### config.mk
export PLATFORM = sky130hd
export DESIGN_NAME = lsu_unit
export DESIGN_NICKNAME = d
export VERILOG_FILES = /design/src/rtl/lsu_pkg.sv /design/src/rtl/lsu_req_format.sv /design/src/rtl/lsu_pending_queue.sv /design/src/rtl/lsu_load_format.sv /design/src/rtl/lsu_commit_arb.sv /design/src/rtl/lsu_unit.sv
export SDC_FILE = /design/constraint.sdc
export NUM_CORES = 1
export LEC_CHECK = 0
export ABC_AREA = 0
export BUFFER_PORTS_ARGS = -buffer_cell sky130_fd_sc_hd__buf_4
export CORE_AREA = 2 2 329 331
export DETAILED_ROUTE_END_ITERATION = 16
export DIE_AREA = 0 0 331 333
export SKIP_LAST_GASP = 1
export SYNTH_ARGS = -nofsm -noshare
export SYNTH_HDL_FRONTEND = slang
export SYNTH_HIERARCHICAL = 1
export SYNTH_SLANG_ARGS = --single-unit
### constraint.sdc
create_clock -name clk -period 23.8 [get_ports clk]
set_input_delay 1.19 -clock clk [delete_from_list [all_inputs] [get_ports clk]]
set_output_delay 1.19 -clock clk [all_outputs]
set_load 0.01 [all_outputs]
### src/rtl/lsu_pkg.sv
// lsu_pkg: shared widths, lane types, operation codes and decode helpers for the load/store unit
`default_nettype none

package lsu_pkg;

    localparam int num_lanes     = 4;
    localparam int word_bytes    = 4;
    localparam int align_bits    = 2;
    localparam int lsuq_size     = 4;
    localparam int lsuq_ptr_bits = $clog2(lsuq_size);

    typedef logic [8*word_bytes-1:0]              word_t;
    typedef word_t [num_lanes-1:0]                lane_data_t;
    typedef logic [num_lanes-1:0]                 lane_mask_t;
    typedef logic [8*word_bytes-align_bits-1:0]   word_addr_t;
    typedef word_addr_t [num_lanes-1:0]           lane_addr_t;
    typedef logic [num_lanes-1:0][word_bytes-1:0] lane_byteen_t;
    typedef logic [num_lanes-1:0][align_bits-1:0] lane_align_t;
    typedef logic [2:0]                           wid_t;
    typedef logic [4:0]                           reg_idx_t;

    // bit 3 marks stores, bit 2 unsigned loads, bits 1:0 the access size
    typedef enum logic [3:0] {
        op_lb    = 4'b0000,
        op_lh    = 4'b0001,
        op_lw    = 4'b0010,
        op_lbu   = 4'b0100,
        op_lhu   = 4'b0101,
        op_sb    = 4'b1000,
        op_sh    = 4'b1001,
        op_sw    = 4'b1010,
        op_fence = 4'b1111
    } lsu_op_t;

    function automatic logic op_is_load(lsu_op_t op);
        return (op == op_lb) || (op == op_lh) || (op == op_lw)
            || (op == op_lbu) || (op == op_lhu);
    endfunction

    function automatic logic op_is_store(lsu_op_t op);
        return (op == op_sb) || (op == op_sh) || (op == op_sw);
    endfunction

    // log2 of access width in bytes
    function automatic logic [1:0] op_size(lsu_op_t op);
        return op[1:0];
    endfunction

endpackage

`default_nettype wire

### src/rtl/lsu_req_format.sv
// lsu_req_format: per-lane address generation, byte enables and store data alignment
`timescale 1ns/1ps
`default_nettype none

module lsu_req_format
    import lsu_pkg::*;
(
    input  lsu_op_t      op,
    input  lane_mask_t   tmask,
    input  lane_data_t   rs1,
    input  lane_data_t   rs2,
    input  word_t        imm,
    input  logic         check,
    output lane_addr_t   addr,
    output lane_byteen_t byteen,
    output lane_data_t   data,
    output lane_align_t  align
);

    logic [1:0] size;

    assign size = op_size(op);

    for (genvar i = 0; i < num_lanes; i++) begin : g_lane
        word_t                 full_addr;
        logic [align_bits-1:0] lsb_mask;

        assign full_addr = rs1[i] + imm;
        assign addr[i]   = full_addr[8*word_bytes-1:align_bits];
        assign align[i]  = full_addr[align_bits-1:0];

        // store data moves up to its byte lane inside the word
        assign data[i] = rs2[i] << {align[i], 3'b000};

        always_comb begin
            case (size)
                2'd0: begin
                    byteen[i] = word_bytes'(1) << align[i];
                end
                2'd1: begin
                    byteen[i] = word_bytes'(3) << {align[i][1], 1'b0};
                end
                default: begin
                    byteen[i] = '1;
                end
            endcase
        end

        // low offset bits that must be zero for the access size
        assign lsb_mask = {size[1], size[1] | size[0]};

        misalign_a: assert #0 (!(check && tmask[i]) || ((align[i] & lsb_mask) == '0))
            else $error("misaligned access on lane %0d, addr=0x%08h, size=%0d",
                        i, full_addr, size);
    end

endmodule

`default_nettype wire

### src/rtl/lsu_pending_queue.sv
// lsu_pending_queue: in-order FIFO holding metadata of loads waiting for their response
`timescale 1ns/1ps
`default_nettype none

module lsu_pending_queue
    import lsu_pkg::*;
(
    input  logic        clk,
    input  logic        reset,
    input  logic        push,
    input  lsu_op_t     push_op,
    input  wid_t        push_wid,
    input  lane_mask_t  push_tmask,
    input  reg_idx_t    push_rd,
    input  lane_align_t push_align,
    input  logic        pop,
    output lsu_op_t     head_op,
    output wid_t        head_wid,
    output lane_mask_t  head_tmask,
    output reg_idx_t    head_rd,
    output lane_align_t head_align,
    output logic        full,
    output logic        empty
);

    lsu_op_t     op_q    [lsuq_size];
    wid_t        wid_q   [lsuq_size];
    lane_mask_t  tmask_q [lsuq_size];
    reg_idx_t    rd_q    [lsuq_size];
    lane_align_t align_q [lsuq_size];

    logic [lsuq_ptr_bits-1:0] wr_ptr;
    logic [lsuq_ptr_bits-1:0] rd_ptr;
    logic [lsuq_ptr_bits:0]   count;

    always_ff @(posedge clk) begin
        if (push) begin
            op_q[wr_ptr]    <= push_op;
            wid_q[wr_ptr]   <= push_wid;
            tmask_q[wr_ptr] <= push_tmask;
            rd_q[wr_ptr]    <= push_rd;
            align_q[wr_ptr] <= push_align;
        end
    end

    // pointers wrap on their own since the depth is a power of two
    always_ff @(posedge clk) begin
        if (reset) begin
            wr_ptr <= '0;
            rd_ptr <= '0;
            count  <= '0;
        end else begin
            if (push) begin
                wr_ptr <= wr_ptr + lsuq_ptr_bits'(1);
            end
            if (pop) begin
                rd_ptr <= rd_ptr + lsuq_ptr_bits'(1);
            end
            case ({push, pop})
                2'b10:   count <= count + (lsuq_ptr_bits + 1)'(1);
                2'b01:   count <= count - (lsuq_ptr_bits + 1)'(1);
                default: count <= count;
            endcase
        end
    end

    assign head_op    = op_q[rd_ptr];
    assign head_wid   = wid_q[rd_ptr];
    assign head_tmask = tmask_q[rd_ptr];
    assign head_rd    = rd_q[rd_ptr];
    assign head_align = align_q[rd_ptr];

    assign full  = (count == (lsuq_ptr_bits + 1)'(lsuq_size));
    assign empty = (count == '0);

    // the top must stall loads on full and never see a response with nothing pending
    push_full_a: assert property (@(posedge clk) disable iff (reset) !(push && full))
        else $error("load pushed into full pending queue");

    pop_empty_a: assert property (@(posedge clk) disable iff (reset) !(pop && empty))
        else $error("response with no load pending");

endmodule

`default_nettype wire

### src/rtl/lsu_load_format.sv
// lsu_load_format: per-lane byte/half selection and sign or zero extension of load data
`timescale 1ns/1ps
`default_nettype none

module lsu_load_format
    import lsu_pkg::*;
(
    input  lsu_op_t     op,
    input  lane_mask_t  tmask,
    input  lane_align_t align,
    input  lane_data_t  rsp_data,
    output lane_data_t  data
);

    for (genvar i = 0; i < num_lanes; i++) begin : g_lane
        logic [15:0] half;
        logic [7:0]  byte_sel;

        assign half     = align[i][1] ? rsp_data[i][31:16] : rsp_data[i][15:0];
        assign byte_sel = align[i][0] ? half[15:8] : half[7:0];

        always_comb begin
            if (!tmask[i]) begin
                data[i] = '0;
            end else begin
                case (op)
                    op_lb: begin
                        data[i] = {{24{byte_sel[7]}}, byte_sel};
                    end
                    op_lh: begin
                        data[i] = {{16{half[15]}}, half};
                    end
                    op_lbu: begin
                        data[i] = {24'h0, byte_sel};
                    end
                    op_lhu: begin
                        data[i] = {16'h0, half};
                    end
                    default: begin
                        // full word
                        data[i] = rsp_data[i];
                    end
                endcase
            end
        end
    end

endmodule

`default_nettype wire

### src/rtl/lsu_commit_arb.sv
// lsu_commit_arb: load and store holding slots with load-first selection onto the commit port
`timescale 1ns/1ps
`default_nettype none

module lsu_commit_arb
    import lsu_pkg::*;
(
    input  logic       clk,
    input  logic       reset,
    input  logic       ld_valid,
    input  wid_t       ld_wid,
    input  lane_mask_t ld_tmask,
    input  reg_idx_t   ld_rd,
    input  lane_data_t ld_data,
    input  logic       st_valid,
    input  wid_t       st_wid,
    input  lane_mask_t st_tmask,
    input  logic       commit_ready,
    output logic       ld_ready,
    output logic       st_ready,
    output logic       commit_valid,
    output wid_t       commit_wid,
    output lane_mask_t commit_tmask,
    output reg_idx_t   commit_rd,
    output logic       commit_wb,
    output lane_data_t commit_data
);

    logic       ld_full;
    wid_t       ld_q_wid;
    lane_mask_t ld_q_tmask;
    reg_idx_t   ld_q_rd;
    lane_data_t ld_q_data;

    logic       st_full;
    wid_t       st_q_wid;
    lane_mask_t st_q_tmask;

    logic sel_ld;
    logic hold_st;
    logic ld_pop;
    logic st_pop;

    // a store already on offer keeps the port until it is taken
    assign sel_ld = ld_full && !hold_st;
    assign ld_pop = sel_ld && commit_ready;
    assign st_pop = st_full && !sel_ld && commit_ready;

    assign ld_ready = !ld_full || ld_pop;
    assign st_ready = !st_full || st_pop;

    always_ff @(posedge clk) begin
        if (reset) begin
            ld_full <= 1'b0;
            st_full <= 1'b0;
            hold_st <= 1'b0;
        end else begin
            if (ld_valid && ld_ready) begin
                ld_full <= 1'b1;
            end else if (ld_pop) begin
                ld_full <= 1'b0;
            end
            if (st_valid && st_ready) begin
                st_full <= 1'b1;
            end else if (st_pop) begin
                st_full <= 1'b0;
            end
            hold_st <= st_full && !sel_ld && !commit_ready;
        end
    end

    always_ff @(posedge clk) begin
        if (ld_valid && ld_ready) begin
            ld_q_wid   <= ld_wid;
            ld_q_tmask <= ld_tmask;
            ld_q_rd    <= ld_rd;
            ld_q_data  <= ld_data;
        end
        if (st_valid && st_ready) begin
            st_q_wid   <= st_wid;
            st_q_tmask <= st_tmask;
        end
    end

    assign commit_valid = ld_full || st_full;
    assign commit_wid   = sel_ld ? ld_q_wid : st_q_wid;
    assign commit_tmask = sel_ld ? ld_q_tmask : st_q_tmask;
    // stores and fences write nothing back
    assign commit_rd    = sel_ld ? ld_q_rd : '0;
    assign commit_wb    = sel_ld;
    assign commit_data  = sel_ld ? ld_q_data : '0;

    commit_hold_a: assert property (@(posedge clk) disable iff (reset)
        commit_valid && !commit_ready |=> commit_valid
            && $stable({commit_wid, commit_tmask, commit_rd, commit_wb, commit_data}))
        else $error("commit fields changed while stalled");

endmodule

`default_nettype wire

### src/rtl/lsu_unit.sv
// lsu_unit: SIMD load/store unit issuing masked memory requests and committing results in order
`timescale 1ns/1ps
`default_nettype none

module lsu_unit
    import lsu_pkg::*;
(
    input  logic         clk,
    input  logic         reset,

    input  logic         exec_valid,
    input  lsu_op_t      exec_op,
    input  wid_t         exec_wid,
    input  lane_mask_t   exec_tmask,
    input  reg_idx_t     exec_rd,
    input  lane_data_t   exec_rs1,
    input  lane_data_t   exec_rs2,
    input  word_t        exec_imm,
    output logic         exec_ready,

    output logic         mem_req_valid,
    output logic         mem_req_rw,
    output lane_mask_t   mem_req_mask,
    output lane_addr_t   mem_req_addr,
    output lane_byteen_t mem_req_byteen,
    output lane_data_t   mem_req_data,
    input  logic         mem_req_ready,

    input  logic         mem_rsp_valid,
    input  lane_data_t   mem_rsp_data,
    output logic         mem_rsp_ready,

    output logic         commit_valid,
    output wid_t         commit_wid,
    output lane_mask_t   commit_tmask,
    output reg_idx_t     commit_rd,
    output logic         commit_wb,
    output lane_data_t   commit_data,
    input  logic         commit_ready
);

    logic        is_load;
    logic        is_store;
    logic        is_fence;
    logic        exec_fire;
    logic        rsp_fire;
    logic        q_full;
    logic        q_empty;
    logic        st_ready;
    lane_align_t req_align;

    lsu_op_t     head_op;
    wid_t        head_wid;
    lane_mask_t  head_tmask;
    reg_idx_t    head_rd;
    lane_align_t head_align;
    lane_data_t  ld_data;

    assign is_load  = op_is_load(exec_op);
    assign is_store = op_is_store(exec_op);
    assign is_fence = (exec_op == op_fence);

    // fence waits for every outstanding load; undefined codes are dropped
    always_comb begin
        if (is_load) begin
            exec_ready = mem_req_ready && !q_full;
        end else if (is_store) begin
            exec_ready = mem_req_ready && st_ready;
        end else if (is_fence) begin
            exec_ready = q_empty && st_ready;
        end else begin
            exec_ready = 1'b1;
        end
    end

    assign exec_fire = exec_valid && exec_ready;
    assign rsp_fire  = mem_rsp_valid && mem_rsp_ready;

    assign mem_req_valid = exec_valid && ((is_load && !q_full) || (is_store && st_ready));
    assign mem_req_rw    = is_store;
    assign mem_req_mask  = exec_tmask;

    lsu_req_format req_format_i (
        .op     (exec_op),
        .tmask  (exec_tmask),
        .rs1    (exec_rs1),
        .rs2    (exec_rs2),
        .imm    (exec_imm),
        .check  (exec_fire && (is_load || is_store)),
        .addr   (mem_req_addr),
        .byteen (mem_req_byteen),
        .data   (mem_req_data),
        .align  (req_align)
    );

    lsu_pending_queue pending_queue_i (
        .clk        (clk),
        .reset      (reset),
        .push       (exec_fire && is_load),
        .push_op    (exec_op),
        .push_wid   (exec_wid),
        .push_tmask (exec_tmask),
        .push_rd    (exec_rd),
        .push_align (req_align),
        .pop        (rsp_fire),
        .head_op    (head_op),
        .head_wid   (head_wid),
        .head_tmask (head_tmask),
        .head_rd    (head_rd),
        .head_align (head_align),
        .full       (q_full),
        .empty      (q_empty)
    );

    lsu_load_format load_format_i (
        .op       (head_op),
        .tmask    (head_tmask),
        .align    (head_align),
        .rsp_data (mem_rsp_data),
        .data     (ld_data)
    );

    // response acceptance follows the load slot
    lsu_commit_arb commit_arb_i (
        .clk          (clk),
        .reset        (reset),
        .ld_valid     (mem_rsp_valid),
        .ld_wid       (head_wid),
        .ld_tmask     (head_tmask),
        .ld_rd        (head_rd),
        .ld_data      (ld_data),
        .st_valid     (exec_fire && (is_store || is_fence)),
        .st_wid       (exec_wid),
        .st_tmask     (exec_tmask),
        .commit_ready (commit_ready),
        .ld_ready     (mem_rsp_ready),
        .st_ready     (st_ready),
        .commit_valid (commit_valid),
        .commit_wid   (commit_wid),
        .commit_tmask (commit_tmask),
        .commit_rd    (commit_rd),
        .commit_wb    (commit_wb),
        .commit_data  (commit_data)
    );

endmodule

`default_nettype wire

# ---- Yosys cells after proc, flatten, opt, wreduce, memory -nomap -nowiden
# Memory sizes are Yosys's and may differ from the RTL's. A register that Yosys moved wholly into a read port is not among the register bits.
# Index checks and enable logic that the tools add are counted.
dict set report op_classes {
  add_sub_neg 8
  n_mul 0
  n_div 0
  magnitude_cmp 0
  eq_ne 15
  n_shift 12
  muxes 36
  bitwise_logic 0
  reduce_logical 40
}
# op n
set op_table {}
lappend op_table {{$pmux 32 s4} 4}
lappend op_table {{$add 32x32->32} 4}
lappend op_table {{$mux 128} 1}
lappend op_table {{$shl 32x5->32} 4}
lappend op_table {{$mux 16} 4}
lappend op_table {{$mux 8} 4}
lappend op_table {{$pmux 4 s2} 4}
lappend op_table {{$eq 4x3->1 const B} 4}
lappend op_table {{$eq 4x4->1 const B} 4}
lappend op_table {{$logic_and 1x1->1} 16}
lappend op_table {{$shl 1x2->4 const A} 4}
lappend op_table {{$shl 2x2->4 const A} 4}
lappend op_table {{$mux 2} 6}
lappend op_table {{$logic_or 1x1->1} 11}
lappend op_table {{$mux 1} 9}
lappend op_table {{$eq 4x1->1 const B} 2}
lappend op_table {{$logic_not 4->1} 2}
lappend op_table {{$logic_not 1->1} 6}
lappend op_table {{$pmux 3 s2} 1}
lappend op_table {{$reduce_bool 2->1} 3}
lappend op_table {{$mux 5} 1}
lappend op_table {{$add 2x1->2 const B} 2}
lappend op_table {{$eq 2x1->1 const B} 2}
lappend op_table {{$eq 4x2->1 const B} 1}
lappend op_table {{8 further kinds} 8}
dict set report totals {
  ff_bits 149
  latch_bits 0
  ramBits 96
  rom_bits 0
  input_bits 438
  output_inout_bits 414
  word_cells 129
  mem_count 5
}
# name depth word_bits read_ports rd_clocked_by_memory_dff wr line
set memory_table {}
lappend memory_table {pending_queue_i.align_q 4 8 1 1 1 lsu_pending_queue.sv:30} ;# lane_align_t align_q [lsuq_size];
lappend memory_table {pending_queue_i.rd_q 4 5 1 1 1 lsu_pending_queue.sv:29} ;# reg_idx_t rd_q [lsuq_size];
lappend memory_table {pending_queue_i.op_q 4 4 1 1 1 lsu_pending_queue.sv:26} ;# lsu_op_t op_q [lsuq_size];
lappend memory_table {pending_queue_i.tmask_q 4 4 1 1 1 lsu_pending_queue.sv:28} ;# lane_mask_t tmask_q [lsuq_size];
lappend memory_table {pending_queue_i.wid_q 4 3 1 1 1 lsu_pending_queue.sv:27} ;# wid_t wid_q [lsuq_size];

# ---- Logic depth before layout (Yosys ltp)
dict set report depth {
  word_depth 14
  mapped_depth 13
  ltp_nobuf 13
}

# ---- Cells and area by module
# The synthesis kept the hierarchy.
# mod instances cells_per_inst area_each_um2 seq_area_each_um2
set by_module_without_submodules {}
lappend by_module_without_submodules {lsu_req_format 1 1173 8112.8 0.0}
lappend by_module_without_submodules {lsu_commit_arb 1 322 5612.9 4474.3}
lappend by_module_without_submodules {lsu_pending_queue 1 173 3937.5 3062.9}
lappend by_module_without_submodules {lsu_load_format 1 450 3089.2 0.0}
lappend by_module_without_submodules {lsu_unit 1 26 185.2 0.0}

# ---- Least setup slack after synthesis
# Ideal clock, no wire load.
dict set report synth_path {
  path_kind {input to register}
  from {in commit_ready}
  to {reg commit_arb_i/ld_q_data[0] (netlist name) (enable)}
  setup_time_ps 855
  t_arrival_ps 11368
  required_ps 22945
  slack_ps 11577
  cell_stages 2
  path_buffers 0
  path_cell_list {nand2b_1 a21boi_0}
}
dict set report synth_via {
  elab_chain_len 3
}
# element line
set synth_rtl {}
lappend synth_rtl {{start: declaration} lsu_unit.sv:39} ;# input logic commit_ready
lappend synth_rtl {{$logic_and 1x1->1} lsu_commit_arb.sv:46} ;# assign ld_pop = sel_ld && commit_ready;
lappend synth_rtl {{$logic_or 1x1->1} lsu_commit_arb.sv:49} ;# assign ld_ready = !ld_full || ld_pop;
lappend synth_rtl {{$logic_and 1x1->1} lsu_commit_arb.sv:73} ;# if (ld_valid && ld_ready) begin
lappend synth_rtl {{end signal: assignment} lsu_commit_arb.sv:77} ;# ld_q_data <= ld_data;
lappend synth_rtl {{end: declaration} lsu_commit_arb.sv:33} ;# lane_data_t ld_q_data;
# No other way between the ends.
# A chain may end at the register's enable or synchronous reset.

==> reports/metrics.yaml <==
outcome:
  status: "completed"
clocking:
  clkSinkCount: 255
  cts_max_level: 1
  holdBufCountCts: 0
  clock_latency_ns: 0.57
  cts_setup_buffers: 0
  cts_tree: "built"
  cts-root-buf: "clkbuf_16"
  clockBufferDepth: 3
  cts_repair_resize_count: 0
  clkTransAtPathRegs_ns: 0.06
  numCtsBuffers: 26
setup_path:
  reg2reg_to: "commit_arb_i/ld_q_data[53]"
  reg2regPathDepth: 5
  critPathLaunchType: "input pin"
  arrival_ns: 4.67
  cp-end-kind: "output port"
  path_class: "input pin to output port"
  crit_required_ns: 22.61
  ff2ff_setup_slack_ns: 20.11
  critPathMaxFanout: 28
pwr:
  power_density_nw_per_um2: 57.8
  power_leakage_nw: 12.4
  peakVddDrop_v: 0.0000407
sta:
  worst_pin_slew_ns: 1.42
  slew_headroom_pct: 4.75
  max_freq_ghz: 0.171
  fin_skew_ns: 0.0127
  min_period_ns: 5.86
  slew_violations: 0
  finalSetupTns_ns: 0
  finalHoldViolCount: 0
  min_period_over_period_pct: 24.6
  rsz0062_at_grt: "false"
  setup_viol: 0
final_layout:
  layout-drive-gt1-share_pct: 34.8
  nFillCells: 11500
  finalNetCount: 3500
  stdcell_count: 4370
  syn2layout_area_growth_pct: 41.3
placement:
  hpwl_um: 89400
  io_buffer_count: 851
  place_congestion: 0.973
  dp.cells: 4303
grt:
  grt_max_degree: 80
  antenna_found_initial: 22
  grt.overflow.total: 0
  first_global_vias: 20300
  grt_usage_pct: 18.5
  grt_pass1_wl_um: 148000
synth:
  synth_cells: 2142
  netlist_area_um2: 20900
  synth_fp_nets: 2714
  avgSynthCellArea_um2: 9.77
  ys_warn_count: 6
floorplanning:
  dieArea_um2: 110000
  core_area_um2: 107000
  die_w_um: 331
  num_io_pins: 852
  rows: 120
  initial_utilization_pct: 19.6
  die_y_um: 333
detailed_routing:
  drc: 0
  vias_per_cell: 4.76
  avgRoutedWirePerCell_um: 24.7
  routed_wl_um: 108000
  vias: 20800
  firstDrtPassIters: 5
  ant_nets: 0
  drt_first_iter_violations: 1549
flow_run:
  maxCapViolations: 0
min_path:
  hold_depth: 2
  min_from: "pending_queue_i/count[2]"
  hold_path.class: "flop to flop"
  holdPathEnd: "pending_queue_i/count[2]"
[cell usage in the layout (no fill, tap or decap), drive strengths merged, types with 30 or more instances in the layout]
cell and instances:
buf 874, edfxtp 243, and2 196, a21oi 180
nand2 150, ha 129, o21ai 127, nor2 112
mux2i 86, xnor2 84, a211oi 78, o211ai 70
nor2b 62, inv 52, a21o 45, clkbuf 37
xor2 36, mux2 33, o21a 33, o21bai 32
nand3 30
[worst max-delay path by stage]
| stage | slack [ns] | start | to |
|---|---|---|---|
| floorplan | 11.58 | commit_ready | commit_arb_i/ld_q_data[0] |
| global placement | 18.08 | exec_imm[1] | mem_req_addr[58] |
| global route | 17.91 | exec_imm[1] | mem_req_addr[88] |
| detailed placement | 18.11 | exec_imm[1] | mem_req_addr[58] |
| finish | 17.94 | exec_imm[0] | mem_req_data[5] |
| CTS | 18.10 | exec_imm[1] | mem_req_addr[58] |
[metrics by stage]
step,util (%),total power [mW],cell area [um^2],hold WS (ns),setup slack [ns]
after floorplan,-,0.932,20900,0.467,11.58
after global placement,26.9,1.30,28700,0.486,18.08
after CTS,27.7,1.72,29500,0.511,18.10
after global routing,27.7,1.79,29600,0.539,17.91
final,27.7,1.71,29600,0.515,17.94
after detailed placement,26.9,1.30,28700,0.501,18.11
[power breakdown]
part	internal [mW]	switching [mW]
clock	0.235	0.185
combinational	0.320	0.430
sequential	0.531	0.00765
[registers in the layout, indices dropped and copies added, names as in the netlist, named ones only]
name                     flops
pending_queue_i/wid_q       12
pending_queue_i/count        3
pending_queue_i/rd_q        20
commit_arb_i/ld_q_tmask      4
commit_arb_i/ld_q_data     128
commit_arb_i/st_q_tmask      4
pending_queue_i/op_q        16
commit_arb_i/ld_q_rd         5
pending_queue_i/align_q     32
commit_arb_i/st_q_wid        3
commit_arb_i/hold_st         1
commit_arb_i/ld_full         1
pending_queue_i/tmask_q     16
pending_queue_i/wr_ptr       2
commit_arb_i/ld_q_wid        3
pending_queue_i/rd_ptr       2
commit_arb_i/st_full         1
[worst max-delay path, stage by stage]
cell    delay [ns]
buf_4         0.12
ha_2          0.20
inv_1         0.06
fa_2          0.99
inv_1         0.51
nor2_1        1.18
and2_1        0.26
buf_4         0.12
[area by class of cell]
cell class	instances	area (um^2)	area share, %
Clock buffer	37	722	2.44
Antenna cell	19	47.5	0.161
Sequential cell	255	7540	25.5
Timing Repair Buffer	874	6560	22.2
Inverter	52	195	0.660
Tap cell	1403	1760	5.94
Clock inverter	11	134	0.453
Multi-Input combinational cell	1719	12600	42.7
[routing by layer]
metal  up-vias  global-route usage, %  routed length [um]
met3       139                   3.96                8720
met1     10000                   21.9               42000
met4        10                   6.94                3570
li1       9635                      -                   -
met2      1001                   32.5               53800
met5         -                      0                  65
Note: power is estimated with default switching activity, not from simulation.
